[src/common/axi_pkg.sv]
package axi_pkg;

    // field widths of the AXI4 channels used here.
    localparam int AXI_ID_W    = 4;
    localparam int AXI_LEN_W   = 8;
    localparam int AXI_SIZE_W  = 3;
    localparam int AXI_BURST_W = 2;
    localparam int AXI_RESP_W  = 2;

    localparam logic [AXI_BURST_W-1:0] AXI_BURST_INCR = 2'd1;

    localparam logic [AXI_RESP_W-1:0] AXI_RESP_OKAY   = 2'd0;
    localparam logic [AXI_RESP_W-1:0] AXI_RESP_SLVERR = 2'd2;

    localparam logic [AXI_SIZE_W-1:0] AXI_SIZE_WORD = 3'd2;  // four bytes per beat.

endpackage

[src/common/mem_pkg.sv]
package mem_pkg;

    localparam int ADDR_W = 32;         // byte address.
    localparam int DATA_W = 32;
    localparam int STRB_W = DATA_W / 8;

    // the sram holds 1 KiB of words.
    localparam int MEM_WORDS  = 256;
    localparam int LINE_BEATS = 4;      // words per instruction line.

    // axi ids, so a response can be traced back to its master.
    localparam int IFU_ID = 1;
    localparam int LSU_ID = 2;

endpackage

[src/design/lsu_access_master.sv]
`timescale 1ns/1ns

module lsu_access_master (
    input  logic                              clock,
    input  logic                              rst,
    input  logic                              lsu_req,
    input  logic                              lsu_we,
    input  logic [mem_pkg::ADDR_W-1:0]        lsu_addr,
    input  logic [mem_pkg::DATA_W-1:0]        lsu_wdata,
    input  logic [mem_pkg::STRB_W-1:0]        lsu_wstrb,
    output logic                              lsu_ready,
    output logic                              lsu_done,
    output logic [mem_pkg::DATA_W-1:0]        lsu_rdata,
    output logic                              lsu_err,
    output logic                              awvalid, wvalid, wlast, bready,
    output logic                              arvalid, rready,
    output logic [mem_pkg::ADDR_W-1:0]        awaddr, araddr,
    output logic [axi_pkg::AXI_ID_W-1:0]      awid, arid,
    output logic [axi_pkg::AXI_LEN_W-1:0]     awlen, arlen,
    output logic [axi_pkg::AXI_SIZE_W-1:0]    awsize, arsize,
    output logic [axi_pkg::AXI_BURST_W-1:0]   awburst, arburst,
    output logic [mem_pkg::DATA_W-1:0]        wdata,
    output logic [mem_pkg::STRB_W-1:0]        wstrb,
    input  logic                              awready, wready, bvalid,
    input  logic                              arready, rvalid, rlast,
    input  logic [axi_pkg::AXI_RESP_W-1:0]    bresp, rresp,
    input  logic [axi_pkg::AXI_ID_W-1:0]      bid, rid,
    input  logic [mem_pkg::DATA_W-1:0]        rdata
);
    import axi_pkg::*;
    import mem_pkg::*;

    typedef enum logic [2:0] {S_IDLE, S_AW, S_W, S_B, S_AR, S_R} state_t;

    state_t            state;
    logic [ADDR_W-1:0] addr_q;
    logic [DATA_W-1:0] wdata_q;
    logic [STRB_W-1:0] wstrb_q;

    always_ff @(posedge clock) begin
        if (rst) begin
            state <= S_IDLE;
        end else begin
            case (state)
                S_IDLE: if (lsu_req) state <= lsu_we ? S_AW : S_AR;
                S_AW:   if (awready) state <= S_W;   // the data beat waits for the address.
                S_W:    if (wready) state <= S_B;
                S_B:    if (bvalid) state <= S_IDLE;
                S_AR:   if (arready) state <= S_R;
                S_R:    if (rvalid && rlast) state <= S_IDLE;
                default: state <= S_IDLE;
            endcase
        end
    end

    always_ff @(posedge clock) begin
        if (lsu_ready && lsu_req) begin
            addr_q  <= lsu_addr;
            wdata_q <= lsu_wdata;
            wstrb_q <= lsu_wstrb;
        end
    end

    assign lsu_ready = (state == S_IDLE);

    assign awvalid = (state == S_AW);
    assign awaddr  = addr_q;
    assign awid    = AXI_ID_W'(LSU_ID);
    assign awlen   = '0;                // single beat.
    assign awsize  = AXI_SIZE_WORD;
    assign awburst = AXI_BURST_INCR;
    assign wvalid  = (state == S_W);
    assign wdata   = wdata_q;
    assign wstrb   = wstrb_q;
    assign wlast   = 1'b1;
    assign bready  = 1'b1;

    assign arvalid = (state == S_AR);
    assign araddr  = addr_q;
    assign arid    = AXI_ID_W'(LSU_ID);
    assign arlen   = '0;
    assign arsize  = AXI_SIZE_WORD;
    assign arburst = AXI_BURST_INCR;
    assign rready  = 1'b1;

    // completion is flagged on the response cycle itself.
    assign lsu_done  = ((state == S_B) && bvalid) || ((state == S_R) && rvalid && rlast);
    assign lsu_err   = (state == S_B) ? (bresp != AXI_RESP_OKAY) : (rresp != AXI_RESP_OKAY);
    assign lsu_rdata = rdata;

    a_resp_id: assert property (@(posedge clock) disable iff (rst)
        (bvalid |-> bid == AXI_ID_W'(LSU_ID)) and (rvalid |-> rid == AXI_ID_W'(LSU_ID)));

endmodule

[config.mk]
export PLATFORM = sky130hd
export DESIGN_NAME = lsu_access_master
export DESIGN_NICKNAME = d
export VERILOG_FILES = /design/src/common/axi_pkg.sv /design/src/common/mem_pkg.sv /design/src/design/lsu_access_master.sv
export SDC_FILE = /design/constraint.sdc
export NUM_CORES = 1
export LEC_CHECK = 0
export BUFFER_PORTS_ARGS = -buffer_cell sky130_fd_sc_hd__buf_2
export CORE_AREA = 2 2 116 118
export CTS_BUF_LIST = sky130_fd_sc_hd__clkbuf_4 sky130_fd_sc_hd__clkbuf_8 sky130_fd_sc_hd__clkbuf_16
export DETAILED_ROUTE_END_ITERATION = 8
export DIE_AREA = 0 0 118 120
export PLACE_DENSITY = 0.55
export SLEW_MARGIN = 10
export SYNTH_ARGS = -nofsm -noshare
export SYNTH_HDL_FRONTEND = slang
export SYNTH_SLANG_ARGS = --single-unit
[constraint.sdc]
create_clock -name clock -period 4.4 [get_ports clock]
set_input_delay 0.44 -clock clock [delete_from_list [all_inputs] [get_ports clock]]
set_output_delay 0.44 -clock clock [all_outputs]
set_load 0.02 [all_outputs]
Word-level counts from Yosys, hierarchy flattened
Cells that the tools add are included.
{"block": "totals", "ramBits": 0, "word_cells": 34, "regBits": 71, "in_bits": 122, "memories": 0, "latchBits": 0, "mem_bits_ro": 0, "out_inout_bits": 175}
{"block": "op_classes", "eq_ne": 11, "reduce_logical": 10, "muxes": 9, "bitwise_logic": 0, "n_mul": 0, "addsub": 0, "shifts": 0, "order_cmp": 0, "n_div": 0}
{"op": "3-bit 2-to-1 mux", "count": 7}
{"op": "3-bit one-hot mux with 6 select lines", "count": 1}
{"op": "3-bit by 2-bit equality test with 1-bit output, second input constant", "count": 2}
{"op": "3-bit equality test, second input constant", "count": 2}
{"op": "2-bit by 1-bit inequality test with 1-bit output, second input constant", "count": 3}
{"op": "2-bit inequality test, second input constant", "count": 3}
{"op": "6-bit AND reduction", "count": 1}
{"op": "1-bit logical AND", "count": 5}
{"op": "2-bit nonzero test", "count": 2}
{"op": "3-bit by 1-bit equality test with 1-bit output, second input constant", "count": 1}
{"op": "3-bit logical NOT", "count": 1}
{"op": "1-bit logical OR", "count": 1}
{"op": "1-bit 2-to-1 mux", "count": 1}

Depth between registers and ports, before layout
{"block": "logic_depth", "ltp_word": 4, "mapped_depth": 5, "depth_no_buf": 4}

Least setup slack after synthesis
Ideal clock, no wire load.
{"block": "synth_path", "path_type": "reg2reg", "from": "register state[0]", "to": "register addr_q[0], in the netlist araddr[0] (enable)", "setup_time_ns": 0.433, "n_path_buf": 2, "slack_ns": 1.166, "arrival_time_ns": 2.801, "period_less_slack_ns": 3.234, "path_stages_with_launch": 5, "required_ns": 3.967, "path_cell_list": "dfxtp_1 > buf_4 > buf_6 > nor3_1 > and2_1"}
{"block": "synth_via", "elab_chain_len": 2}
{"item": "start, declared", "line_no": "lsu_access_master.sv:35", "rtl": "state_t state;"}
{"item": "start signal, assigned", "line_no": "lsu_access_master.sv:45", "rtl": "S_IDLE: if (lsu_req) state <= lsu_we ? S_AW : S_AR;"}
{"item": "3-bit logical NOT", "line_no": "lsu_access_master.sv:64", "rtl": "assign lsu_ready = (state == S_IDLE);"}
{"item": "named net lsu_ready", "line_no": "lsu_access_master.sv:11", "rtl": "output logic lsu_ready,"}
{"item": "1-bit logical AND", "line_no": "lsu_access_master.sv:57", "rtl": "if (lsu_ready && lsu_req) begin"}
{"item": "end signal, assigned", "line_no": "lsu_access_master.sv:58", "rtl": "addr_q <= lsu_addr;"}
{"item": "end, declared", "line_no": "lsu_access_master.sv:36", "rtl": "logic [ADDR_W-1:0] addr_q;"}
The timed path passes the listed nets, and every way through them passes these cells.
A chain may end at the register's enable or synchronous reset.

Worst setup path after layout
{"block": "layout_path", "from": "register state[2]", "to": "output port lsu_err"}
{"block": "layout_via", "elab_chain_len": 2}
{"item": "3-bit by 2-bit equality test with 1-bit output", "line_no": "lsu_access_master.sv:88", "rtl": "assign lsu_err = (state == S_B) ? (bresp != AXI_RESP_OKAY) : (rresp != AXI_RESP_OKAY);"}
{"item": "1-bit 2-to-1 mux", "line_no": "lsu_access_master.sv:88"}
{"item": "end, declared", "line_no": "lsu_access_master.sv:14", "rtl": "output logic lsu_err,"}
Every way passes these cells.

==> metrics.md <==
| Metric | Value |
|---|---|
| R2r setup slk | 2.40 ns |
| P&R area growth vs syn | 25.5% |
| CP max-delay cell | dfxtp_1 |
| Area of the core | 0.0130 sq mm |
| Fill count | ~1300 |
| Dpl cell area | 0.00363 sq mm |
| P_int | 1680 uW |
| R2R cell count | 2 |
| Later-pin clock latency in the skew report | around 0.33 ns |
| CP endpoint kind | output pin |
| Vias | roughly 1900 |
| Max H-tree Level | 3 |
| Hold WS | ~0.28 ns |
| Final instance area | between 0.003 and 0.004 sq mm |
| Pre-CTS setup slack | roughly 2.4 ns |
| Min-Delay Endpoint | araddr[3]$_DFFE_PP_ |
| Simple-gate portion of the synthesized area | 0.0379 |
| CTS max path bufs | 2 |
| CTS Buf Count | 9 |
| Ports | about 300 |
| Worst R2R End | wdata[26]$_DFFE_PP_ |
| Fin crit period | 2.10 ns |
| Psw | a little under 1000 uW |
| DIE AREA | ~0.014 sq mm |
| Port bufs | roughly 190 |
| Average size of a mapped cell | 14.7 sq um |
| Drt via density | about 3.6 |
| GR Util met1 | 0.104 |
| Post-synthesis mux area share | 0.00678 |
| Final wirelength | ~6400 microns |
| Starting Density | 0.242 |
| CTS Sinks | 71 |
| Area share of the largest cell type after synthesis | 0.651 |
| Period Utilization, post-route | 0.478 |
| Power density over the cells | ~670 mW/mm^2 |
| Die Width | ~120 microns |
| RSZ-0062 raised after global routing | no |
| Crit-path max FO | 15 |
| TNS Setup | 0 ns |
| Synth Cell Area | roughly 0.0031 sq mm |
| Row cnt | 42 |
| Yosys reg bits | 71 |
| Clock skew | between 0.009 and 0.01 ns |
| Startpoint class of the critical path | flip-flop |
| Comb pwr share | 0.314 |
| Layout cell share with drive strength beyond 1 | 0.597 |
| Congestion Overflow GR | 0 |
| Hold path startpoint | lsu_addr[3] |
| FF-to-FF Start | state[0]$_SDFFE_PP0P_ |
| Max Cap Viol | 0 |
| Synth area leaders | edfxtp_1, buf_4, dfxtp_1, nand2b_1, nor3b_1 |
| Clock power frac | 0.276 |
| Main combinational cell family by area after synthesis | buffers and inverters |
| Area leader, netlist | edfxtp_1 |
| Critical Path AT | approximately 1.7 ns |
| Seq/Total Area, Yosys | 0.670 |
| Min-delay worst type | in -> reg |
| N_diodes | 0 |
| Yosys warning total | 0 |
| Pre-antenna DRT Iters | 4 |
| Achievable Freq | 475 MHz |
| Static Leakage | ~0.0018 uW |
| Drt wl/cell | between 10 and 15 microns |
| Crit Path Class | reg -> out |
| GR Util met3 | 0.0447 |
| Clock transition at the registers of the reported paths | 0.06 ns |
| WP data required | approximately 4 ns |
| Post-DP HPWL | approximately 4800 microns |
| 1st-iter DRT viols | 160 |
| Slew Limit Fails | 0 |
| CP Cell Sequence | and2b_1 > a211oi_1 > a31oi_1 > buf_2 |
| Nets@finish | between 400 and 500 |
| Met2 Use GR | 0.135 |
| # hold bufs at CTS | 0 |
| Status | complete, no violations |
| XOR/XNOR Fraction of Synth Area | 0.00279 |
| Final critical-path setup slack | around 2.3 ns |
| CTS tree | built |
| First-pass GRT wire length | around 9200 microns |
| Die Y | roughly 120 microns |
| Vias in the first global route | ~1700 |
| Final ANT Viol Nets | 0 |
| Post-cts sizing count | 0 |
| Tightest Pin Transition | 0.901 ns |
| Largest net degree at the start of global routing | a little under 70 |
| Flop pwr share | 0.411 |
| Synth Area in Compound Gates | 0.0263 |
| Syn Inst Count | around 210 |
| Initial antenna violation count | 0 |
| Gpl congestion | between 0.7 and 0.8 |
| Hold path depth | 1 |
| Tot GR Track Use | 0.0903 |
| Largest stage delay, worst path | roughly 0.6 ns |
| Post-synthesis adder-cell area fraction | 0 |
| Peak supply drop | approximately 0.00021 V |
| Final setup viols | 0 |
| Root buf cell | clkbuf_16 |
| Hold Fails Final Rpt | 0 |
| Sw Ratio | 0.365 |
| Post-route DRC | 0 |
| Post-CTS Setup Repair Bufs | 0 |
| Gr busiest metal | met2 |
| Max-slew headroom | 0.399 |
| Yosys cell types | 25 |
-- per-layer routing --
layer | up-vias | wire [microns]
li1 | 868 | -
met1 | 867 | 2570
met2 | 136 | 3010
met3 | 14 | 669
met4 | 0 | 167
met5 | - | 0
-- cells by family (layout without fill, tap and decap cells) --
family                    count (synthesis)  in the layout
other                                     2             37
DFF                                      71             71
xor gates and xnor gates                  1              1
buffers and inverters                   106            204
and+or+nand+nor                          22             22
AOI/OAI and AO/OA                        10             10
muxes                                     2              2
-- placed cells by master (no fill, tap or decap), drive strengths merged --
master    instances
buf             187
xnor2             1
nor2              5
o311ai            1
clkinvlp          1
edfxtp           68
mux2              1
nand2             3
a211oi            1
mux2i             1
a2111oi           1
o22ai             2
and2b             1
o21ai             1
o32ai             1
clkinv            3
clkbuf           10
dfxtp             3
conb             37
nor3b             3
nand2b            4
inv               2
or3               1
nor3              3
bufinv            1
a31oi             3
and2              2
-- final cells by class --
| cell class | instances | area [sq um] | area share |
|---|---|---|---|
| flip-flops and latches | 71 | 2100 | 0.534 |
| repair buffers | 187 | 936 | 0.238 |
| clock inverters | 6 | 68.8 | 0.0175 |
| inverters | 1 | 3.75 | 0.000954 |
| well taps | 176 | 220 | 0.0559 |
| multi-input cells | 72 | 373 | 0.0947 |
| clock buffers | 10 | 233 | 0.0591 |
-- power groups by stage --
stage	clock [uW]	combinational, uW	sequential (uW)
2_1_floorplan	0	528	1280
3_5_place_dp	0	845	1100
6_report	729	829	1090
3_3_place_gp	0	845	1090
4_1_cts	759	846	1090
5_1_grt	789	885	1110
-- through the flow --
step / instances / power [uW] / utilization
final: 523 / 2640 / 0.303
after global routing: 523 / 2780 / 0.303
after CTS: 523 / 2690 / 0.303
after detailed placement: 507 / 1940 / 0.280
after global placement: 507 / 1940 / 0.280
after floorplan: 249 / 1810 / -
-- synthesized netlist by cell type --
cell type / number
mux2_2: 1
conb_1: 2
dfxtp_1: 3
nor2_1: 5
edfxtp_1: 68
buf_4: 104
buf_6: 1
o311ai_0: 1
a2111oi_2: 1
mux2i_1: 1
o21ai_0: 1
a211oi_1: 1
nor3b_1: 3
a31oi_1: 3
or3_1: 1
xnor2_1: 1
o22ai_1: 1
inv_1: 1
and2b_1: 1
nor3_1: 3
o32ai_1: 1
and2_1: 2
o22ai_2: 1
nand2_1: 3
nand2b_1: 4
-- critical path: cells and delay by family (launching register included) --
kind / cells / cell delay [ns]
compound gates: 2 / 0.28
buf+inv: 1 / 0.19
flops: 1 / 0.60
simple gates: 1 / 0.25
-- registers in the layout, summed over array words and instances (netlist names) --
name / count
wdata: 32
wstrb: 4
araddr: 32
state: 3
-- worst max-delay path by stage --
| stage | start | endpoint | slack, ns | depth (start not counted) |
|---|---|---|---|---|
| after floorplan | state[0]$_SDFFE_PP0P_ | araddr[0]$_DFFE_PP_ | 1.17 | 4 |
| after CTS | state[2]$_SDFFE_PP0P_ | lsu_err | 2.30 | 4 |
| after global routing | state[2]$_SDFFE_PP0P_ | lsu_err | 2.15 | 4 |
| after detailed placement | state[0]$_SDFFE_PP0P_ | wdata[7]$_DFFE_PP_ | 2.40 | 2 |
| final | state[2]$_SDFFE_PP0P_ | lsu_err | 2.30 | 4 |
| after global placement | state[0]$_SDFFE_PP0P_ | wdata[7]$_DFFE_PP_ | 2.46 | 2 |
No activity file was read; power rests on OpenSTA's default activity.
