File: config.mk
export PLATFORM = sky130hd
export DESIGN_NAME = ifu_fetch_master
export DESIGN_NICKNAME = d
export VERILOG_FILES = /design/src/common/axi_pkg.sv /design/src/common/mem_pkg.sv /design/src/design/ifu_fetch_master.sv
export SDC_FILE = /design/constraint.sdc
export NUM_CORES = 1
export LEC_CHECK = 0
export BUFFER_PORTS_ARGS = -buffer_cell sky130_fd_sc_hd__buf_4
export CELL_PAD_IN_SITES_DETAIL_PLACEMENT = 0
export CELL_PAD_IN_SITES_GLOBAL_PLACEMENT = 2
export CORE_MARGIN = 8
export CORE_UTILIZATION = 17
export CTS_BUF_LIST = sky130_fd_sc_hd__clkbuf_4 sky130_fd_sc_hd__clkbuf_8
export CTS_CLUSTER_DIAMETER = 50
export DETAILED_ROUTE_END_ITERATION = 6
export PLACE_DENSITY_LB_ADDON = 0.1
export SLEW_MARGIN = 20
export SYNTH_ARGS = -nofsm -noshare
export SYNTH_HDL_FRONTEND = slang
export SYNTH_SLANG_ARGS = --single-unit
File: constraint.sdc
create_clock -name clock -period 1.8 [get_ports clock]
set_input_delay 0.36 -clock clock [delete_from_list [all_inputs] [get_ports clock]]
set_output_delay 0.36 -clock clock [all_outputs]
set_load 0.005 [all_outputs]
File: src/common/axi_pkg.sv
package axi_pkg;

    // field widths of the AXI4 channels used here.
    localparam int AXI_ID_W    = 4;
    localparam int AXI_LEN_W   = 8;
    localparam int AXI_SIZE_W  = 3;
    localparam int AXI_BURST_W = 2;
    localparam int AXI_RESP_W  = 2;

    localparam logic [AXI_BURST_W-1:0] AXI_BURST_INCR = 2'd1;

    localparam logic [AXI_RESP_W-1:0] AXI_RESP_OKAY   = 2'd0;
    localparam logic [AXI_RESP_W-1:0] AXI_RESP_SLVERR = 2'd2;

    localparam logic [AXI_SIZE_W-1:0] AXI_SIZE_WORD = 3'd2;  // four bytes per beat.

endpackage

File: src/common/mem_pkg.sv
package mem_pkg;

    localparam int ADDR_W = 32;         // byte address.
    localparam int DATA_W = 32;
    localparam int STRB_W = DATA_W / 8;

    // the sram holds 1 KiB of words.
    localparam int MEM_WORDS  = 256;
    localparam int LINE_BEATS = 4;      // words per instruction line.

    // axi ids, so a response can be traced back to its master.
    localparam int IFU_ID = 1;
    localparam int LSU_ID = 2;

endpackage

File: src/design/ifu_fetch_master.sv
`timescale 1ns/1ns

module ifu_fetch_master (
    input  logic                              clock,
    input  logic                              rst,
    input  logic                              fetch_req,
    input  logic [mem_pkg::ADDR_W-1:0]        fetch_addr,
    output logic                              fetch_ready,
    output logic                              fetch_valid,
    output logic [mem_pkg::DATA_W-1:0]        fetch_data,
    output logic                              fetch_last,
    output logic                              fetch_err,
    output logic [mem_pkg::ADDR_W-1:0]        araddr,
    output logic                              arvalid,
    output logic [axi_pkg::AXI_ID_W-1:0]      arid,
    output logic [axi_pkg::AXI_LEN_W-1:0]     arlen,
    output logic [axi_pkg::AXI_SIZE_W-1:0]    arsize,
    output logic [axi_pkg::AXI_BURST_W-1:0]   arburst,
    output logic                              rready,
    input  logic                              arready,
    input  logic                              rvalid,
    input  logic [mem_pkg::DATA_W-1:0]        rdata,
    input  logic [axi_pkg::AXI_RESP_W-1:0]    rresp,
    input  logic                              rlast,
    input  logic [axi_pkg::AXI_ID_W-1:0]      rid
);
    import axi_pkg::*;
    import mem_pkg::*;

    localparam int OFF_W = $clog2(LINE_BEATS * STRB_W);  // byte offset inside a line.

    typedef enum logic [1:0] {S_IDLE, S_ADDR, S_DATA} state_t;

    state_t            state;
    logic [ADDR_W-1:0] line_addr;

    always_ff @(posedge clock) begin
        if (rst) begin
            state <= S_IDLE;
        end else begin
            case (state)
                S_IDLE: if (fetch_req) state <= S_ADDR;
                S_ADDR: if (arready) state <= S_DATA;
                S_DATA: if (rvalid && rlast) state <= S_IDLE;
                default: state <= S_IDLE;
            endcase
        end
    end

    always_ff @(posedge clock) begin
        if (fetch_ready && fetch_req) begin
            line_addr <= {fetch_addr[ADDR_W-1:OFF_W], OFF_W'(0)};
        end
    end

    assign fetch_ready = (state == S_IDLE);

    assign araddr  = line_addr;
    assign arvalid = (state == S_ADDR);
    assign arid    = AXI_ID_W'(IFU_ID);
    assign arlen   = AXI_LEN_W'(LINE_BEATS - 1);
    assign arsize  = AXI_SIZE_WORD;
    assign arburst = AXI_BURST_INCR;
    assign rready  = 1'b1;

    // beats go straight out to the fetch port as they arrive.
    assign fetch_valid = rvalid && (state == S_DATA);
    assign fetch_data  = rdata;
    assign fetch_last  = rlast;
    assign fetch_err   = (rresp != AXI_RESP_OKAY);

    a_rid_match: assert property (@(posedge clock) disable iff (rst)
        rvalid |-> (rid == AXI_ID_W'(IFU_ID)));

endmodule

; ---- Word level (Yosys, flattened, before mapping)
; Index checks and enable logic that the tools add are counted.
[op_classes]
addsub = 0
n_mul = 0
div = 0
magnitude_cmp = 0
n_eq_ne = 5
shifts = 0
n_mux = 4
bitwise_logic = 0
reduce_logical = 6
[ops]
columns = operator, n
row1 = 2-bit 2-to-1 mux, 3
row2 = 2-bit one-hot mux with 3 select lines, 1
row3 = "2-bit != test, second input constant", 2
row4 = 1-bit logical AND, 3
row5 = 3-bit AND reduction, 1
row6 = "2-bit by 1-bit == test with 1-bit output, second input constant", 1
row7 = "2-bit == test, second input constant", 1
row8 = 2-bit logical NOT, 1
row9 = "2-bit by 1-bit != test with 1-bit output, second input constant", 1
row10 = 2-bit nonzero test, 1
[totals]
regBits = 30
latchBits = 0
mem_bits_rw = 0
rom_bits = 0
memories = 0

; ---- Longest topological paths before layout
; Gate-level depths: netlist of run 1.
[depth]
depth_word = 3
mapped_depth = 3
ltp_nobuf = 3

; ---- Least setup slack after synthesis of run 1
; OpenSTA, ideal clock, no wires.
[synth_timing]
path_kind = reg-to-reg
startpoint = register state[1]
endpoint = register line_addr[10], in the netlist araddr[10], enable pin
setup_ps = 387
arrival_time_ps = 1213
path_slack_ps = 199
stages_incl_launch_ff = 3
n_path_buf = 0
period_less_slack_ps = 1601
cell_sequence = dfxtp_1 nor2_1 and2_1
[synth_between]
elab_chain_len = 2
[synth_lines]
columns = item, line
row1 = from (decl), ifu_fetch_master.sv:34  ; state_t state;
row2 = from (signal assigned), ifu_fetch_master.sv:39  ; state <= S_IDLE;
row3 = from (signal assigned), ifu_fetch_master.sv:42  ; S_IDLE: if (fetch_req) state <= S_ADDR;
row4 = from (signal assigned), ifu_fetch_master.sv:43  ; S_ADDR: if (arready) state <= S_DATA;
row5 = 2-bit logical NOT, ifu_fetch_master.sv:56  ; assign fetch_ready = (state == S_IDLE);
row6 = via fetch_ready, ifu_fetch_master.sv:8  ; output logic fetch_ready,
row7 = 1-bit logical AND, ifu_fetch_master.sv:51  ; if (fetch_ready && fetch_req) begin
row8 = to (signal assigned), ifu_fetch_master.sv:52  ; line_addr <= {fetch_addr[ADDR_W-1:OFF_W], OFF_W'(0)};
row9 = to (decl), ifu_fetch_master.sv:35  ; logic [ADDR_W-1:0] line_addr;
; The timed path passes the listed nets, and every way through them passes these cells.
; A chain may end at the register's enable or synchronous reset.

; ---- Worst setup path after layout of run 1
[layout_timing]
startpoint = register state[0]
endpoint = output fetch_valid
[layout_between]
elab_chain_len = 2
[layout_lines]
columns = item, line
row1 = 2-bit == test, ifu_fetch_master.sv:67  ; assign fetch_valid = rvalid && (state == S_DATA);
row2 = 1-bit logical AND, ifu_fetch_master.sv:67
row3 = to (decl), ifu_fetch_master.sv:9  ; output logic fetch_valid,
; Every way passes these cells.

==> results.cfg, run 1 <==
[outcome]
outcome = complete, no violations

[timing]
rsz0062_at_grt = no
setup_tns_ps = 0
final_period_minus_worst_setup_slack_ps = 1410
finClkSkew_ps = 3.26
achievable-frequency_mhz = 710
report.final.slew_viol_count = 0
report.final.setup_viol = 0
fin_crit_sh = 0.783
final-hold-violation-count = 0

[clock_tree]
cts.root.buffer_cell = sky130_fd_sc_hd__clkbuf_8
reg_clk_slew_reported_paths_ps = 70
cts.hold.buffers_added = 0
numClockSinks = 30
clock_tree_from_tritoncts = built
cts_htree_levels = 2
cts_made_buffers = 5
clock_insertion_delay_worst_skew_ps = 270
cts-root-to-sink-buffers = 2
cts_setup_buffers = 0
cts.repair.resized = 0

[synthesis]
synthTopCellsByCount = sky130_fd_sc_hd__buf_4, sky130_fd_sc_hd__edfxtp_1
yosys.area.top_type = sky130_fd_sc_hd__edfxtp_1
synth.distinct_cells = 13
synthesis.instances = 98
synth_edf_count = 28
yosys_most_used_dff = sky130_fd_sc_hd__edfxtp_1
syn_area_um2 = 1370
async_s_r_ff_share_synth = 0
synth_seq_cells = 30
part_of_the_yosys_area_used_for_sequential_elements = 0.644
synth.avg_cell_area_um2 = 14.0
yosys.area.top_type_share = 0.614
synth.area.top_cells = sky130_fd_sc_hd__edfxtp_1, sky130_fd_sc_hd__buf_4, sky130_fd_sc_hd__dfxtp_1
ys_warn_count = 0
yosys.cell_count.top_type = sky130_fd_sc_hd__buf_4

[placement]
place.gp.congestion = 0.679
hpwlAfterDp_mm = 2.99
numPortBuffers = 68
placed_cells_incl_taps = 235

[hold_path]
min_to = state[1]
holdCritPathClass = input pin to flop
worstHoldPathCells = 2
hold_path_startpoint = rst

[cells_and_area]
nNetsFinal = 216
drive_above_1_share = 0.560
final_util = 0.231
n_antenna_cell = 0
area.growth.synth_to_final_pct = 31.0
final_cells = 243

[grt]
global_route.overflow_total = 0
number_of_antenna_violations_at_the_first_check_in_global_routing = 0
gr-usage-all-layers = 0.0609
grt_start_max_net_pins = 19
first_pass_grt_wire_length_mm = 5.22
grt_pass1_vias = 876

[worst_setup_path]
timing.reg2reg.worst_path_depth = 3
setup.worst_path.end_class = output pin
crit_path_cell_trace = and3b_2 > buf_4
ff2ff_setup_slack_ps = 550
critical_path.reg2reg.startpoint = state[1]
cp_data_required_time_ps = 1440
timing.critical_path.slowest_stage_cell = sky130_fd_sc_hd__dfxtp_1
critical_path.max_fanout = 7
rr_endpoint = araddr[31]
criticalPathCategory = flop to output pin
arrival_ps = 1050
critical-path-max-stage-delay_ps = 420
worstSetupStartpointType = flop

[power]
p_leak_nw = 0.773
cellPowerDensity_nw_per_um2 = 951
power.combinational.fraction = 0.118
seqPwrFrac = 0.493
power.share.switching = 0.210
intPower_w = 0.00135
vdd_ir_drop_max_v = 0.000210
post-layout-total-power_w = 0.00170
power.share.clock = 0.389
switchingPower_w = 0.000358

[detailed_routing]
route.detailed.vias_per_inst = 3.19
routed_wire_length_per_instance_um = 14.7
routed-via-count = 775
number_of_violations_reported_at_the_end_of_detailed_routing_iteration_0 = 22
route.antenna.remaining_nets = 0
post_route_drc_violation_count = 0
drt-pass1-iter-count = 2
detail_route.wirelength_mm = 3.56

[floorplan]
fp.coreArea_um2 = 7770
boundaryPins = 163
num_rows = 32
initial_standard_cell_utilization_of_the_core = 0.176
die_area_um2 = 11200
die_w_um = 106
die_height_um = 106

[flow_run]
max-cap-violations = 0
==> layout by cell type (no fill, tap or decap), types with 2 or more instances in the layout <==
master                     instances
sky130_fd_sc_hd__a21oi_1           2
sky130_fd_sc_hd__nor2_1            2
sky130_fd_sc_hd__dfxtp_1           2
sky130_fd_sc_hd__clkbuf_8          5
sky130_fd_sc_hd__buf_4            70
sky130_fd_sc_hd__edfxtp_1         28
sky130_fd_sc_hd__clkinv_2          2
sky130_fd_sc_hd__conb_1           22
==> cell type report <==
| class | instances | area, um2 |
|---|---|---|
| well taps | 102 | 128 |
| flip-flops and latches | 30 | 881 |
| repair buffers | 70 | 526 |
| fillers | 851 | 5970 |
| clock buffers | 5 | 68.8 |
| clock inverters | 3 | 40.0 |
| multi-input cells | 33 | 150 |
==> per-stage QoR <==
stage / instance area (um2) / setup slack [ps] / hold slack (ps)
after floorplan: 1440 / 199 / 429
after global placement: 1680 / 533 / 500
after detailed placement: 1680 / 542 / 511
after CTS: 1790 / 373 / 232
after global routing: 1790 / 328 / 236
final: 1790 / 391 / 246
==> kinds of logic after synthesis <==
| logic type | Yosys count | share of synthesized area |
|---|---|---|
| buffers and inverters | 55 | 0.302 |
| other | 2 | 0.00549 |
| flip-flops | 30 | 0.644 |
| AND/OR/NAND/NOR | 8 | 0.0347 |
| AO/OA/AOI/OAI | 3 | 0.0146 |
==> how the worst max path moves through the flow <==
stage / to / slack [ps] / startpoint
after floorplan: araddr[10] / 200 / state[1]
after global placement: araddr[9] / 530 / state[1]
after detailed placement: araddr[31] / 540 / state[1]
after CTS: fetch_valid / 370 / state[0]
after global routing: fetch_valid / 330 / state[0]
final: fetch_valid / 390 / state[0]
==> routing by layer <==
metal,wire (um),part of all wire,GRT usage,vias to the layer above
met3,463,0.13,0.0414,19
li1,-,-,-,333
met2,1570,0.44,0.0889,67
met5,0,0,0,-
met1,1420,0.40,0.0655,356
met4,103,0.029,0.0312,0
==> state kept, by name (all words and copies together), names as in the netlist <==
name / flops
araddr: 28
state: 2
==> critical path: cells and delay by family, from the launching register on <==
family	cells	cell delay [ps]
AND/OR/NAND/NOR	1	230
flip-flops	1	420
buffers and inverters	1	130
==> power groups by stage <==
| stage | clock, W | sequential (W) | combinational (W) |
|---|---|---|---|
| 2_1_floorplan | 0 | 0.000860 | 0.000132 |
| 3_3_place_gp | 0 | 0.000856 | 0.000206 |
| 3_5_place_dp | 0 | 0.000857 | 0.000205 |
| 4_1_cts | 0.000706 | 0.000842 | 0.000205 |
| 5_1_grt | 0.000723 | 0.000846 | 0.000221 |
| 6_report | 0.000663 | 0.000841 | 0.000200 |
No activity file was read; power rests on OpenSTA's default activity.
==> inputs of run 2 (changes only) <==
--- a/config.mk
+++ b/config.mk
@@ -9,7 +9,7 @@
 export CELL_PAD_IN_SITES_DETAIL_PLACEMENT = 0
 export CELL_PAD_IN_SITES_GLOBAL_PLACEMENT = 2
 export CORE_MARGIN = 8
-export CORE_UTILIZATION = 17
+export CORE_UTILIZATION = 15
 export CTS_BUF_LIST = sky130_fd_sc_hd__clkbuf_4 sky130_fd_sc_hd__clkbuf_8
 export CTS_CLUSTER_DIAMETER = 50
 export DETAILED_ROUTE_END_ITERATION = 6
==> constraint.sdc (replaced) <==
create_clock -name clock -period 1.2 [get_ports clock]
set_input_delay 0.24 -clock clock [delete_from_list [all_inputs] [get_ports clock]]
set_output_delay 0.24 -clock clock [all_outputs]
set_load 0.005 [all_outputs]
==> run 2 against run 1 <==
  * Critical path depth stayed put
  * Critical endpoint unchanged
  * Clock power is 13% higher
  * Sequential cell count stayed put
  * Register-to-register slack worse by 490 ps
==> results.cfg, run 2 (synthesis results as in run 1) <==
[outcome]
outcome = complete, no violations

[cells_and_area]
drive_above_1_share = 0.566
area.growth.synth_to_final_pct = 33.5
layout.cells.most_common = sky130_fd_sc_hd__buf_4
nNetsFinal = 218
n_antenna_cell = 0
post-route-cell-area_um2 = 1830
largest_reg_flops = 28
final.fill_count = 973
final_cells = 254
final_cell_mix = sky130_fd_sc_hd__buf_4, sky130_fd_sc_hd__edfxtp_1, sky130_fd_sc_hd__conb_1

[clock_tree]
cts_htree_levels = 2
cts-root-to-sink-buffers = 2
reg_clk_slew_reported_paths_ps = 60
clock_insertion_delay_worst_skew_ps = 270
cts.root.buffer_cell = sky130_fd_sc_hd__clkbuf_8
cts.hold.buffers_added = 0
clock_tree_from_tritoncts = built
numClockSinks = 30
cts_made_buffers = 5

[power]
vdd_ir_drop_max_v = 0.000328
p_leak_nw = 0.778
cellPowerDensity_nw_per_um2 = 1280

[timing]
final_period_minus_worst_setup_slack_ps = 1180
achievable-frequency_mhz = 847
report.final.setup_viol = 0
rsz0062_at_grt = yes
finClkSkew_ps = 3.76
final-hold-violation-count = 0
report.final.slew_viol_count = 0
setup_tns_ps = 0
fin_crit_sh = 0.984

[grt]
grt_pass1_vias = 856
number_of_antenna_violations_at_the_first_check_in_global_routing = 0
global_route.overflow_total = 0
gr-usage-all-layers = 0.0557
first_pass_grt_wire_length_mm = 5.26
grt_start_max_net_pins = 19

[placement]
place.gp.congestion = 0.636
placedInstanceArea_um2 = 1740
hpwlAfterDp_mm = 2.91
numPortBuffers = 68
placed_cells_incl_taps = 246

[floorplan]
initial_standard_cell_utilization_of_the_core = 0.151
fp.coreArea_um2 = 9060
num_rows = 35
boundaryPins = 163
die_w_um = 112
die_area_um2 = 12400
die_height_um = 112

[detailed_routing]
number_of_violations_reported_at_the_end_of_detailed_routing_iteration_0 = 7
post_route_drc_violation_count = 0
detail_route.wirelength_mm = 3.55
routed-via-count = 769
routed_wire_length_per_instance_um = 14.0
route.antenna.remaining_nets = 0
route.detailed.vias_per_inst = 3.03
drt-pass1-iter-count = 3

[worst_setup_path]
criticalPathCategory = flop to output pin
arrival_ps = 940
critical_path.max_fanout = 4
cp_data_required_time_ps = 960
worstSetupStartpointType = flop
setup.worst_path.end_class = output pin
ff2ff_setup_slack_ps = 60

[flow_run]
max-cap-violations = 0

[hold_path]
holdCritPathClass = input pin to flop
==> run 2: cell types whose count changed in the layout (fill, tap and decap cells not counted), sizes merged <==
cell    previous run  this run
bufinv             1         0
clkinv             2         3
buf               70        72
==> run 2: worst paths after layout <==
check,startpoint,endpoint,cells after the start
max,state[0],fetch_valid,2
min,rst,state[1],2
max reg2reg,state[1],araddr[25],3
min reg2reg,state[1],state[0],1
==> run 2: layer usage <==
layer | track usage | part of all wire
met5 | 0 | 0
met4 | 0.0283 | 0.025
met2 | 0.0889 | 0.47
met1 | 0.0569 | 0.40
met3 | 0.0325 | 0.11
==> run 2: layout make-up <==
| cell class | instances | area, um2 | share of cell area |
|---|---|---|---|
| repair buffers | 72 | 569 | 0.312 |
| flip-flops and latches | 30 | 886 | 0.485 |
| clock inverters | 3 | 11.3 | 0.00616 |
| well taps | 111 | 139 | 0.0760 |
| clock buffers | 5 | 68.8 | 0.0377 |
| multi-input cells | 33 | 153 | 0.0836 |
==> run 2: power by group <==
| group | total, W | switching, W | internal [W] |
|---|---|---|---|
| clock network | 0.000751 | 0.000365 | 0.000386 |
| logic | 0.000335 | 0.000133 | 0.000202 |
| registers | 0.00126 | 0.0000221 | 0.00123 |
==> run 2: timing repair <==
item / in CTS / in global routing
endpoints found under the setup margin: 2 / 1
setup buffers: 1 / 1
pin swaps: 1 / 0
endpoints found under the hold margin: 0 / 0
gates resized for setup: 4 / 0
==> run 2: through the flow <==
step,util,hold WS [ps],setup slack [ps],total power [W]
2_1_floorplan,-,309,46.5,0.00149
3_3_place_gp,0.192,419,86.5,0.00162
3_5_place_dp,0.192,408,91.3,0.00162
4_1_cts,0.201,106,-11.3,0.00241
5_1_grt,0.202,120,-15.7,0.00247
6_report,0.202,124,18.9,0.00234
==> run 2: worst max-delay path, cell delays in order (launching register included) <==
cell and delay, ps:
sky130_fd_sc_hd__dfxtp_4 350, sky130_fd_sc_hd__and3b_2 210, sky130_fd_sc_hd__buf_6 110
