**src/common/axi_pkg.sv**
```systemverilog
package axi_pkg;

    // field widths of the AXI4 channels used here.
    localparam int AXI_ID_W    = 4;
    localparam int AXI_LEN_W   = 8;
    localparam int AXI_SIZE_W  = 3;
    localparam int AXI_BURST_W = 2;
    localparam int AXI_RESP_W  = 2;

    localparam logic [AXI_BURST_W-1:0] AXI_BURST_INCR = 2'd1;

    localparam logic [AXI_RESP_W-1:0] AXI_RESP_OKAY   = 2'd0;
    localparam logic [AXI_RESP_W-1:0] AXI_RESP_SLVERR = 2'd2;

    localparam logic [AXI_SIZE_W-1:0] AXI_SIZE_WORD = 3'd2;  // four bytes per beat.

endpackage

```
**src/common/mem_pkg.sv**
```systemverilog
package mem_pkg;

    localparam int ADDR_W = 32;         // byte address.
    localparam int DATA_W = 32;
    localparam int STRB_W = DATA_W / 8;

    // the sram holds 1 KiB of words.
    localparam int MEM_WORDS  = 256;
    localparam int LINE_BEATS = 4;      // words per instruction line.

    // axi ids, so a response can be traced back to its master.
    localparam int IFU_ID = 1;
    localparam int LSU_ID = 2;

endpackage

```
**src/arbiter/axi_arbiter.sv**
```systemverilog
`timescale 1ns/1ns

module axi_arbiter (
    input  logic                              clock,
    input  logic                              rst,
    input  logic [mem_pkg::ADDR_W-1:0]        ifu_araddr, lsu_araddr, lsu_awaddr,
    input  logic                              ifu_arvalid, ifu_rready,
    input  logic [axi_pkg::AXI_ID_W-1:0]      ifu_arid, lsu_arid, lsu_awid,
    input  logic [axi_pkg::AXI_LEN_W-1:0]     ifu_arlen, lsu_arlen, lsu_awlen,
    input  logic [axi_pkg::AXI_SIZE_W-1:0]    ifu_arsize, lsu_arsize, lsu_awsize,
    input  logic [axi_pkg::AXI_BURST_W-1:0]   ifu_arburst, lsu_arburst, lsu_awburst,
    output logic                              ifu_arready, ifu_rvalid, ifu_rlast,
    output logic [mem_pkg::DATA_W-1:0]        ifu_rdata, lsu_rdata,
    output logic [axi_pkg::AXI_RESP_W-1:0]    ifu_rresp, lsu_rresp, lsu_bresp,
    output logic [axi_pkg::AXI_ID_W-1:0]      ifu_rid, lsu_rid, lsu_bid,
    input  logic                              lsu_arvalid, lsu_rready, lsu_awvalid,
    input  logic [mem_pkg::DATA_W-1:0]        lsu_wdata,
    input  logic [mem_pkg::STRB_W-1:0]        lsu_wstrb,
    input  logic                              lsu_wvalid, lsu_wlast, lsu_bready,
    output logic                              lsu_arready, lsu_rvalid, lsu_rlast,
    output logic                              lsu_awready, lsu_wready, lsu_bvalid,
    output logic                              awvalid, wvalid, wlast, bready,
    output logic                              arvalid, rready,
    output logic [mem_pkg::ADDR_W-1:0]        awaddr, araddr,
    output logic [axi_pkg::AXI_ID_W-1:0]      awid, arid,
    output logic [axi_pkg::AXI_LEN_W-1:0]     awlen, arlen,
    output logic [axi_pkg::AXI_SIZE_W-1:0]    awsize, arsize,
    output logic [axi_pkg::AXI_BURST_W-1:0]   awburst, arburst,
    output logic [mem_pkg::DATA_W-1:0]        wdata,
    output logic [mem_pkg::STRB_W-1:0]        wstrb,
    input  logic                              awready, wready, bvalid,
    input  logic                              arready, rvalid, rlast,
    input  logic [axi_pkg::AXI_RESP_W-1:0]    bresp, rresp,
    input  logic [axi_pkg::AXI_ID_W-1:0]      bid, rid,
    input  logic [mem_pkg::DATA_W-1:0]        rdata
);
    import axi_pkg::*;
    import mem_pkg::*;

    typedef enum logic [1:0] {S_IDLE, S_IFU, S_LSU} grant_t;

    grant_t state;
    logic   g_ifu;
    logic   g_lsu;
    logic   ifu_pend;
    logic   lsu_pend;
    logic   last_hs;

    assign ifu_pend = ifu_arvalid;
    assign lsu_pend = lsu_awvalid || lsu_arvalid;
    assign g_ifu    = (state == S_IFU);
    assign g_lsu    = (state == S_LSU);

    // the final response of the granted transaction releases the bus.
    assign last_hs = (rvalid && rready && rlast) || (bvalid && bready);

    always_ff @(posedge clock) begin
        if (rst) begin
            state <= S_IDLE;
        end else begin
            case (state)
                S_IDLE: begin
                    if (lsu_pend) begin
                        state <= S_LSU;         // load/store goes first on a tie.
                    end else if (ifu_pend) begin
                        state <= S_IFU;
                    end
                end
                S_IFU: if (last_hs) state <= lsu_pend ? S_LSU : S_IDLE;
                S_LSU: if (last_hs) state <= ifu_pend ? S_IFU : S_IDLE;
                default: state <= S_IDLE;
            endcase
        end
    end

    // read address and read data follow whichever side holds the grant.
    assign arvalid = g_ifu ? ifu_arvalid : (g_lsu && lsu_arvalid);
    assign araddr  = g_ifu ? ifu_araddr  : (g_lsu ? lsu_araddr  : '0);
    assign arid    = g_ifu ? ifu_arid    : (g_lsu ? lsu_arid    : '0);
    assign arlen   = g_ifu ? ifu_arlen   : (g_lsu ? lsu_arlen   : '0);
    assign arsize  = g_ifu ? ifu_arsize  : (g_lsu ? lsu_arsize  : '0);
    assign arburst = g_ifu ? ifu_arburst : (g_lsu ? lsu_arburst : '0);
    assign rready  = g_ifu ? ifu_rready  : (g_lsu && lsu_rready);

    assign ifu_arready = g_ifu && arready;
    assign ifu_rvalid  = g_ifu && rvalid;
    assign ifu_rlast   = g_ifu && rlast;
    assign ifu_rdata   = g_ifu ? rdata : '0;
    assign ifu_rresp   = g_ifu ? rresp : '0;
    assign ifu_rid     = g_ifu ? rid   : '0;

    assign lsu_arready = g_lsu && arready;
    assign lsu_rvalid  = g_lsu && rvalid;
    assign lsu_rlast   = g_lsu && rlast;
    assign lsu_rdata   = g_lsu ? rdata : '0;
    assign lsu_rresp   = g_lsu ? rresp : '0;
    assign lsu_rid     = g_lsu ? rid   : '0;

    // only the load/store side ever writes.
    assign awvalid = g_lsu && lsu_awvalid;
    assign awaddr  = g_lsu ? lsu_awaddr  : '0;
    assign awid    = g_lsu ? lsu_awid    : '0;
    assign awlen   = g_lsu ? lsu_awlen   : '0;
    assign awsize  = g_lsu ? lsu_awsize  : '0;
    assign awburst = g_lsu ? lsu_awburst : '0;
    assign wvalid  = g_lsu && lsu_wvalid;
    assign wdata   = g_lsu ? lsu_wdata : '0;
    assign wstrb   = g_lsu ? lsu_wstrb : '0;
    assign wlast   = g_lsu && lsu_wlast;
    assign bready  = g_lsu && lsu_bready;

    assign lsu_awready = g_lsu && awready;
    assign lsu_wready  = g_lsu && wready;
    assign lsu_bvalid  = g_lsu && bvalid;
    assign lsu_bresp   = g_lsu ? bresp : '0;
    assign lsu_bid     = g_lsu ? bid   : '0;

    // nothing is requested or answered while no master holds the bus.
    a_idle_quiet: assert property (@(posedge clock) disable iff (rst)
        (state == S_IDLE) |-> (!arvalid && !awvalid && !rvalid && !bvalid));

    // a granted master keeps the bus until the sram has finished its transaction.
    a_grant_hold: assert property (@(posedge clock) disable iff (rst)
        $changed(state) |-> awready);

endmodule

```
**config.mk**
```make
export PLATFORM = sky130hd
export DESIGN_NAME = axi_arbiter
export DESIGN_NICKNAME = d
export VERILOG_FILES = /design/src/common/axi_pkg.sv /design/src/common/mem_pkg.sv /design/src/arbiter/axi_arbiter.sv
export SDC_FILE = /design/constraint.sdc
export NUM_CORES = 1
export LEC_CHECK = 0
export BUFFER_PORTS_ARGS = -buffer_cell sky130_fd_sc_hd__buf_2
export CORE_AREA = 2 2 183 185
export DETAILED_ROUTE_END_ITERATION = 8
export DIE_AREA = 0 0 185 187
export PLACE_DENSITY = 0.34
export SLEW_MARGIN = 10
export SYNTH_ARGS = -nofsm -noshare
export SYNTH_HDL_FRONTEND = slang
export SYNTH_SLANG_ARGS = --single-unit
```
**constraint.sdc**
```tcl
create_clock -name clock -period 2.1 [get_ports clock]
set_input_delay 0.21 -clock clock [delete_from_list [all_inputs] [get_ports clock]]
set_output_delay 0.21 -clock clock [all_outputs]
set_load 0.05 [all_outputs]
```
# After elaboration in Yosys (flattened, before gate mapping)

Cells that the tools add are included.

Bits in registers: 2
Input bits: 243
Output and inout bits: 231
Word-level logic and storage cells: 62

Equality and inequality tests: 5
Muxes and demuxes: 34
Reduce and logical (&&, ||, !) cells: 22

Operators with widths:

| cell                 | number |
|---|---|
| $mux W32             | 6 |
| $mux W4              | 7 |
| $mux W8              | 3 |
| $mux W2              | 11 |
| $logic_and A1 B1 Y1  | 18 |
| $mux W3              | 3 |
| $pmux W2 S3          | 1 |
| $ne A2 B1 Y1 const B | 2 |
| $mux W1              | 3 |
| $ne A3 B3 Y1 const B | 1 |
| $reduce_and A3 Y1    | 1 |
| $eq A2 B1 Y1 const B | 1 |
| $eq A2 B2 Y1 const B | 1 |
| $logic_not A2 Y1     | 1 |
| $logic_or A1 B1 Y1   | 2 |

# Logic depth before layout (Yosys ltp)

Gate-level depths: netlist of the first run.

Word-level depth: 8
Gate-level depth with buffers: 4
Mapped depth without buffers: 3

# Least setup slack after synthesis of the first run

OpenSTA, ideal clock, no wires.

Path kind: register -> output
Start: register state[1]
End: output port araddr[10] in the netlist's numbering
Data arrival time: 1.278 ns
Required time: 1.890 ns
Path slack: 0.612 ns
Stages on the path, launching flop included: 5
Buffers on the path: 2
Cells stage by stage: dfxtp_1 -> nor2b_2 -> buf_4 -> buf_2 -> a22o_1

Cells in the longest elaborated chain, start to end: 3
Elaborated cells on any way between the ends: 4
Those cells by class: 2 x eq/ne; 2 x mux

Ends and longest elaborated chain:

| what                     | RTL line          | RTL |
|---|---|---|
| start: declaration       | axi_arbiter.sv:42 | `grant_t state;` |
| start signal: assignment | axi_arbiter.sv:69 | `S_IFU: if (last_hs) state <= lsu_pend ? S_LSU : S_IDLE;` |
| start signal: assignment | axi_arbiter.sv:70 | `S_LSU: if (last_hs) state <= ifu_pend ? S_IFU : S_IDLE;` |
| $eq A2 B2 Y1             | axi_arbiter.sv:52 | `assign g_lsu = (state == S_LSU);` |
| $mux W32                 | axi_arbiter.sv:78 | `assign araddr = g_ifu ? ifu_araddr : (g_lsu ? lsu_araddr : '0);` |
| $mux W32 *               | axi_arbiter.sv:78 |  |
| end: declaration         | axi_arbiter.sv:24 | `output logic [mem_pkg::ADDR_W-1:0] awaddr, araddr,` |

Every way passes the cells marked *; elsewhere a longest branch is shown, timed or not.

# Final worst setup path of the first run

Start: register state[1]
End: output port arlen[7] in the netlist's numbering

Cells in the longest elaborated chain, start to end: 3
Elaborated cells on any way between the ends: 4
Those cells by class: 2 x eq/ne; 2 x mux

Ends and longest elaborated chain:

| what             | RTL line          | RTL |
|---|---|---|
| $eq A2 B2 Y1     | axi_arbiter.sv:52 |  |
| $mux W8          | axi_arbiter.sv:80 | `assign arlen = g_ifu ? ifu_arlen : (g_lsu ? lsu_arlen : '0);` |
| $mux W8 *        | axi_arbiter.sv:80 |  |
| end: declaration | axi_arbiter.sv:26 | `output logic [axi_pkg::AXI_LEN_W-1:0] awlen, arlen,` |

Marked as above.

==> flow_summary_export.csv, run 1 <==
group,metric,value,unit
setup_path,crit_path_end_kind,"output pin",
final_layout,finalCoreUtilization,14.9,%
global_routing,grt_antenna_before_repair,0,
min_path,min_path_cells,2,
setup_path,cp_top_family,"buffers and inverters",
die,core_area,0.0329,sq mm
die,die_h,187,um
die,die_w,185,um
global_routing,grt_max_degree,100,
timing,drv_slew,0,
setup_path,r2r_slack,700,ps
die,rows,67,
synth,netlist-cell-type-count,17,
pwr,finalPower,3.54,mW
min_path,hold_class,"input port to flop",
final_layout,syn_to_final_growth,161,%
setup_path,worstPathCellList,"nor2b_4 -> buf_12 -> a22o_1 -> buf_2",
global_routing,overflow,0,
die,die_area,0.0346,sq mm
global_routing,grt_pass1_vias,3332,
setup_path,crit_arrival,1780,ps
global_routing,gr-usage-all-layers,6.83,%
pwr,powerDensity,721,mW/mm^2
timing,worstMarginPinSlew,405,ps
timing,period_share,94.5,%
route,vias_per_cell,3.11,
timing,finalSetupViolCount,0,
cts,htreeDepth,1,
timing,fin_ws,115,ps
setup_path,worst-endpoint-required,1890,ps
final_layout,register_area,40.0,sq um
placement,globalplace.congestion,0.790,
cts,cts_max_path_buffers,2,
cts,root_buffer,"clkbuf_16",
synth,synth.area.top_cells,"and2_1 60%, a22o_1 24%, buf_4 5.2%",
final_layout,nets,982,
global_routing,grt_pass1_wl,18.6,mm
final_layout,layout-drive-gt1-share,66.8,%
timing,rsz0062_at_grt,"false",
pwr,p_leak,3.02,nW
final_layout,fillers,3838,
pwr,peakVddDrop,0.000333,V
route,ant_nets,0,
setup_path,crit_type,"flop to output pin",
synth,synth_top_area_cell,"and2_1",
synth,syn-cell-area,0.00188,sq mm
setup_path,reg2reg_depth,4,
timing,fmax,504,MHz
route,detail_route.drc_violations,0,
timing,slew_headroom,73.0,%
timing,skew,2.04,ps
min_path,min_to,"state[0]$_SDFFE_PP0P_",
route,routed_wl,13.6,mm
timing,post-route-min-period,1990,ps
timing,fin_tns_setup,0,ps
final_layout,largest_reg_flops,2,
synth,netlist.area_leader.share,59.9,%
route,vias,3683,
final_layout,top_regs,"state (2)",
setup_path,crit_buf_inv,2,
setup_path,cpMaxStageDelayCell,"dfxtp_1",
outcome,status,"finished, final reports clean",
cts,cts_buffers,3,
cts,clock_latency,220,ps
placement,place.port_buffers,473,
route,drt_iter0_drc,112,
cts,clk_pin_slew_worst_paths,30,ps
placement,dp_hpwl,11.8,mm
synth,synth.avg_cell_area,6.76,sq um
synth,synth_fp_nets,521,
route,wl_per_cell,11.5,um
min_path,min_from,"rst",
timing,finalHoldViolCount,0,
final_layout,multi_input_area,0.00166,sq mm
synth,synthCells,278,
die,ios,474,
flow_run,cap_viol_max_count,0,
synth,yosysSeqAreaShare,2.13,%
cts,clock-sinks,2,
setup_path,cpPeakStageDelay,410,ps
setup_path,worstReg2RegEnd,"state[0]$_SDFFE_PP0P_",
setup_path,reg2reg_from,"state[1]$_SDFFE_PP0P_",
route,drtPass1Iterations,4,
synth,ys_ff_latch,2,
setup_path,cp_max_fo,92,
setup_path,start_kind,"flop",
die,start_util,5.72,%
final_layout,largest_register,"state",
synth,synth_warnings,0,
cts,cts_tree,"yes",
timing,holdWs,265,ps
placement,place_ws,264,ps
-- worst reg2reg max path, stage by stage, from the launching register on --
cell	delay (ps)
dfxtp_1	410
nor2b_4	240
buf_12	280
and3_1	260
o22ai_1	90
-- cells by family after synthesis --
logic type	synth area share (%)
AND/OR/NAND/NOR	63.0
AO/OA/AOI/OAI	24.8
buffers and inverters	10.1
flip-flops	2.13
-- timing repair --
item                       CTS  global route
setup endpoints to repair    0             3
resized for setup            0             0
hold buffers                 0             0
setup buffers                0             3
-- Yosys cell counts --
master,n
nand3_1,2
nor2b_2,2
o21ai_0,1
nor2_1,1
buf_4,13
a22o_1,52
clkbuf_2,13
dfxtp_1,2
nor3_1,1
nand2_1,2
and2_1,180
and3_1,1
o22ai_1,1
nor3b_1,1
inv_1,1
clkbuf_1,2
buf_2,3
-- layout make-up --
type	instances	share of cell area, %
clock buffer	3	1.53
multi-input combinational	244	33.9
tap	448	11.4
inverter	1	0.0765
antenna	1	0.0510
sequential	2	0.816
timing repair buffer	487	52.2
-- worst max-delay path by stage --
stage | startpoint | to | slack [ps] | cells past startpoint
6_report | state[1]$_SDFFE_PP0P_ | arlen[7] | 110 | 4
5_1_grt | state[1]$_SDFFE_PP0P_ | arlen[7] | 60 | 4
4_1_cts | state[0]$_SDFFE_PP0P_ | arlen[7] | 40 | 4
3_5_place_dp | state[0]$_SDFFE_PP0P_ | arlen[7] | 260 | 4
3_3_place_gp | state[0]$_SDFFE_PP0P_ | arsize[2] | 300 | 4
2_1_floorplan | state[1]$_SDFFE_PP0P_ | araddr[10] | 610 | 4
-- where the power goes --
group          leakage [nW]  switching (mW)  internal, mW
Sequential           0.0166         0.00795        0.0442
Combinational          2.97            2.35         0.852
Clock                0.0370          0.0387         0.242
-- through the flow --
stage | cell area, sq um | instances
after floorplan | 1880 | 278
after global placement | 4790 | 1179
after detailed placement | 4790 | 1179
after CTS | 4870 | 1182
after global routing | 4900 | 1185
final | 4900 | 1186
-- layout by cell type (no fill, tap or decap), drive strengths merged --
cell type and instances:
a22o 52, and2 180, and3 1, buf 487
clkbuf 3, dfxtp 2, diode 1, inv 1
nand2 2, nand3 2, nor2 1, nor2b 2
nor3 1, nor3b 1, o21ai 1, o22ai 1
-- per-layer routing --
layer / GRT usage [%] / part of all wire (%)
met1: 8.27 / 41
met2: 13.2 / 50
met3: 0.759 / 8.4
met4: 0.488 / 0.37
met5: 0 / 0
(Power assumes the default switching activity.)
==> run 2: changes to the inputs <==
--- a/config.mk
+++ b/config.mk
@@ -10,6 +10,7 @@
 export DETAILED_ROUTE_END_ITERATION = 8
 export DIE_AREA = 0 0 185 187
 export PLACE_DENSITY = 0.34
+export SETUP_SLACK_MARGIN = 0.15
 export SLEW_MARGIN = 10
 export SYNTH_ARGS = -nofsm -noshare
 export SYNTH_HDL_FRONTEND = slang
==> flow_summary_export.csv, run 2 (synthesis results as in run 1) <==
group,metric,value,unit
die,die_h,187,um
cts,clock-sinks,2,
timing,post-route-min-period,1910,ps
setup_path,reg2reg_from,"state[1]$_SDFFE_PP0P_",
final_layout,layout_commonest_cell,"buf_2",
placement,place.port_buffers,473,
die,start_util,5.72,%
setup_path,crit_path_end_kind,"output pin",
cts,htreeDepth,1,
timing,fin_tns_setup,0,ps
placement,dp_hpwl,11.8,mm
final_layout,fillers,3834,
final_layout,syn_to_final_growth,165,%
global_routing,grt_pass1_vias,3360,
cts,cts_tree,"yes",
pwr,powerDensity,728,mW/mm^2
outcome,status,"finished, final reports clean",
final_layout,finalCoreUtilization,15.2,%
timing,slew_headroom,81.6,%
placement,globalplace.congestion,0.790,
final_layout,final_cell_mix,"467 x buf_2, 180 x and2_1, 52 x a22o_1",
cts,root_buffer,"clkbuf_16",
route,drt_iter0_drc,97,
setup_path,crit_type,"flop to output pin",
pwr,p_seq_share,1.4,%
final_layout,layout-drive-gt1-share,66.9,%
pwr,intPower,1.19,mW
route,ant_nets,0,
final_layout,top_regs,"state (2)",
timing,fmax,525,MHz
cts,cts_max_path_buffers,2,
route,wl_per_cell,12.1,um
cts,holdBufCountCts,0,
cts,cts_buffers,3,
timing,finalSetupViolCount,0,
placement,place_ws,264,ps
timing,fin_ws,194,ps
min_path,hold_class,"input port to flop",
final_layout,largest_register,"state",
timing,skew,1.52,ps
die,die_area,0.0346,sq mm
setup_path,cp_max_fo,46,
timing,drv_slew,0,
route,detail_route.drc_violations,0,
pwr,p_comb_share,90.8,%
die,rows,67,
pwr,p_switching,2.44,mW
setup_path,start_kind,"flop",
global_routing,grt_pass1_wl,18.7,mm
pwr,finalPower,3.63,mW
global_routing,grt_max_degree,100,
timing,rsz0062_at_grt,"false",
final_layout,nets,986,
die,die_w,185,um
final_layout,largest_reg_flops,2,
min_path,min_from,"rst",
setup_path,cpMaxStageDelayCell,"dfxtp_1",
global_routing,grt_antenna_before_repair,0,
die,core_area,0.0329,sq mm
global_routing,gr-usage-all-layers,6.83,%
final_layout,register_area,40.0,sq um
route,routed_wl,14.4,mm
setup_path,worstPathCellList,"nor2b_4 -> buf_4 -> buf_12 -> a22o_1 -> clkbuf_4",
final_layout,multi_input_area,0.00166,sq mm
timing,worstMarginPinSlew,277,ps
cts,clock_latency,220,ps
global_routing,overflow,0,
pwr,p_leak,3.06,nW
setup_path,crit_start,"state[1]$_SDFFE_PP0P_",
setup_path,crit_arrival,1700,ps
pwr,peakVddDrop,0.000312,V
die,ios,474,
cts,clk_pin_slew_worst_paths,30,ps
flow_run,cap_viol_max_count,0,
route,vias_per_cell,3.11,
route,drtPass1Iterations,4,
timing,period_share,90.7,%
route,vias,3702,
pwr,switching_share,67.2,%
pwr,clkPwrFrac,7.7,%
setup_path,cpPeakStageDelay,410,ps
setup_path,worst-endpoint-required,1890,ps
timing,finalHoldViolCount,0,
==> run 2: cell types whose count changed in the layout (fill, tap and decap cells not counted) <==
| cell | delta |
|---|---|
| clkbuf_16 | +2 |
| buf_4 | +2 |
| buf_2 | -5 |
| clkbuf_4 | +5 |
==> run 2: cell type report <==
class	count	area share, %
multi-input combinational	244	33.3
antenna	1	0.0502
timing repair buffer	491	53.0
inverter	1	0.0753
sequential	2	0.804
tap	448	11.3
clock buffer	3	1.51
==> run 2: per-layer routing <==
metal | vias up | track usage (%) | share of wire [%]
met5 | - | 0 | 0
met4 | 0 | 0.488 | 0.35
met2 | 252 | 13.3 | 50
met1 | 1597 | 8.25 | 42
met3 | 6 | 0.759 | 7.8
li1 | 1847 | - | -
==> run 2: path summary, 6_finish.rpt <==
kind / cells after the start / slack, ps / end
worst max-delay path: 5 / 190 / arlen[7]
worst min-delay path: 2 / 270 / state[0]$_SDFFE_PP0P_
worst max register to register: 5 / 700 / state[1]$_SDFFE_PP0P_
worst min register to register: 3 / 640 / state[0]$_SDFFE_PP0P_
==> run 2: repair_timing <==
item | CTS | global route
gates cloned | 0 | 2
endpoints found under the setup margin | 87 | 102
resized for setup | 0 | 5
pin swaps | 0 | 0
endpoints found under the hold margin | 0 | 0
setup buffers | 2 | 3
==> run 2: stage by stage <==
stage               hold WS [ps]  cells  area, sq um
floorplan                    324    278         1880
global placement             483   1179         4790
detailed placement           483   1179         4790
CTS                          259   1184         4890
global route                 277   1189         4980
finish                       265   1190         4980
==> run 2: power by group through the flow <==
stage | clock network [mW] | logic [mW] | registers, mW
floorplan | 0 | 2.40 | 0.0489
global placement | 0 | 3.23 | 0.0526
detailed placement | 0 | 3.21 | 0.0525
CTS | 0.287 | 3.23 | 0.0520
global route | 0.296 | 3.46 | 0.0533
finish | 0.281 | 3.29 | 0.0523
==> run 2: critical path: cells and delay by family (launching register included) <==
kind            cells  cell delay (ps)
buf+inv             3              610
flops               1              410
compound gates      1              230
simple gates        1              190
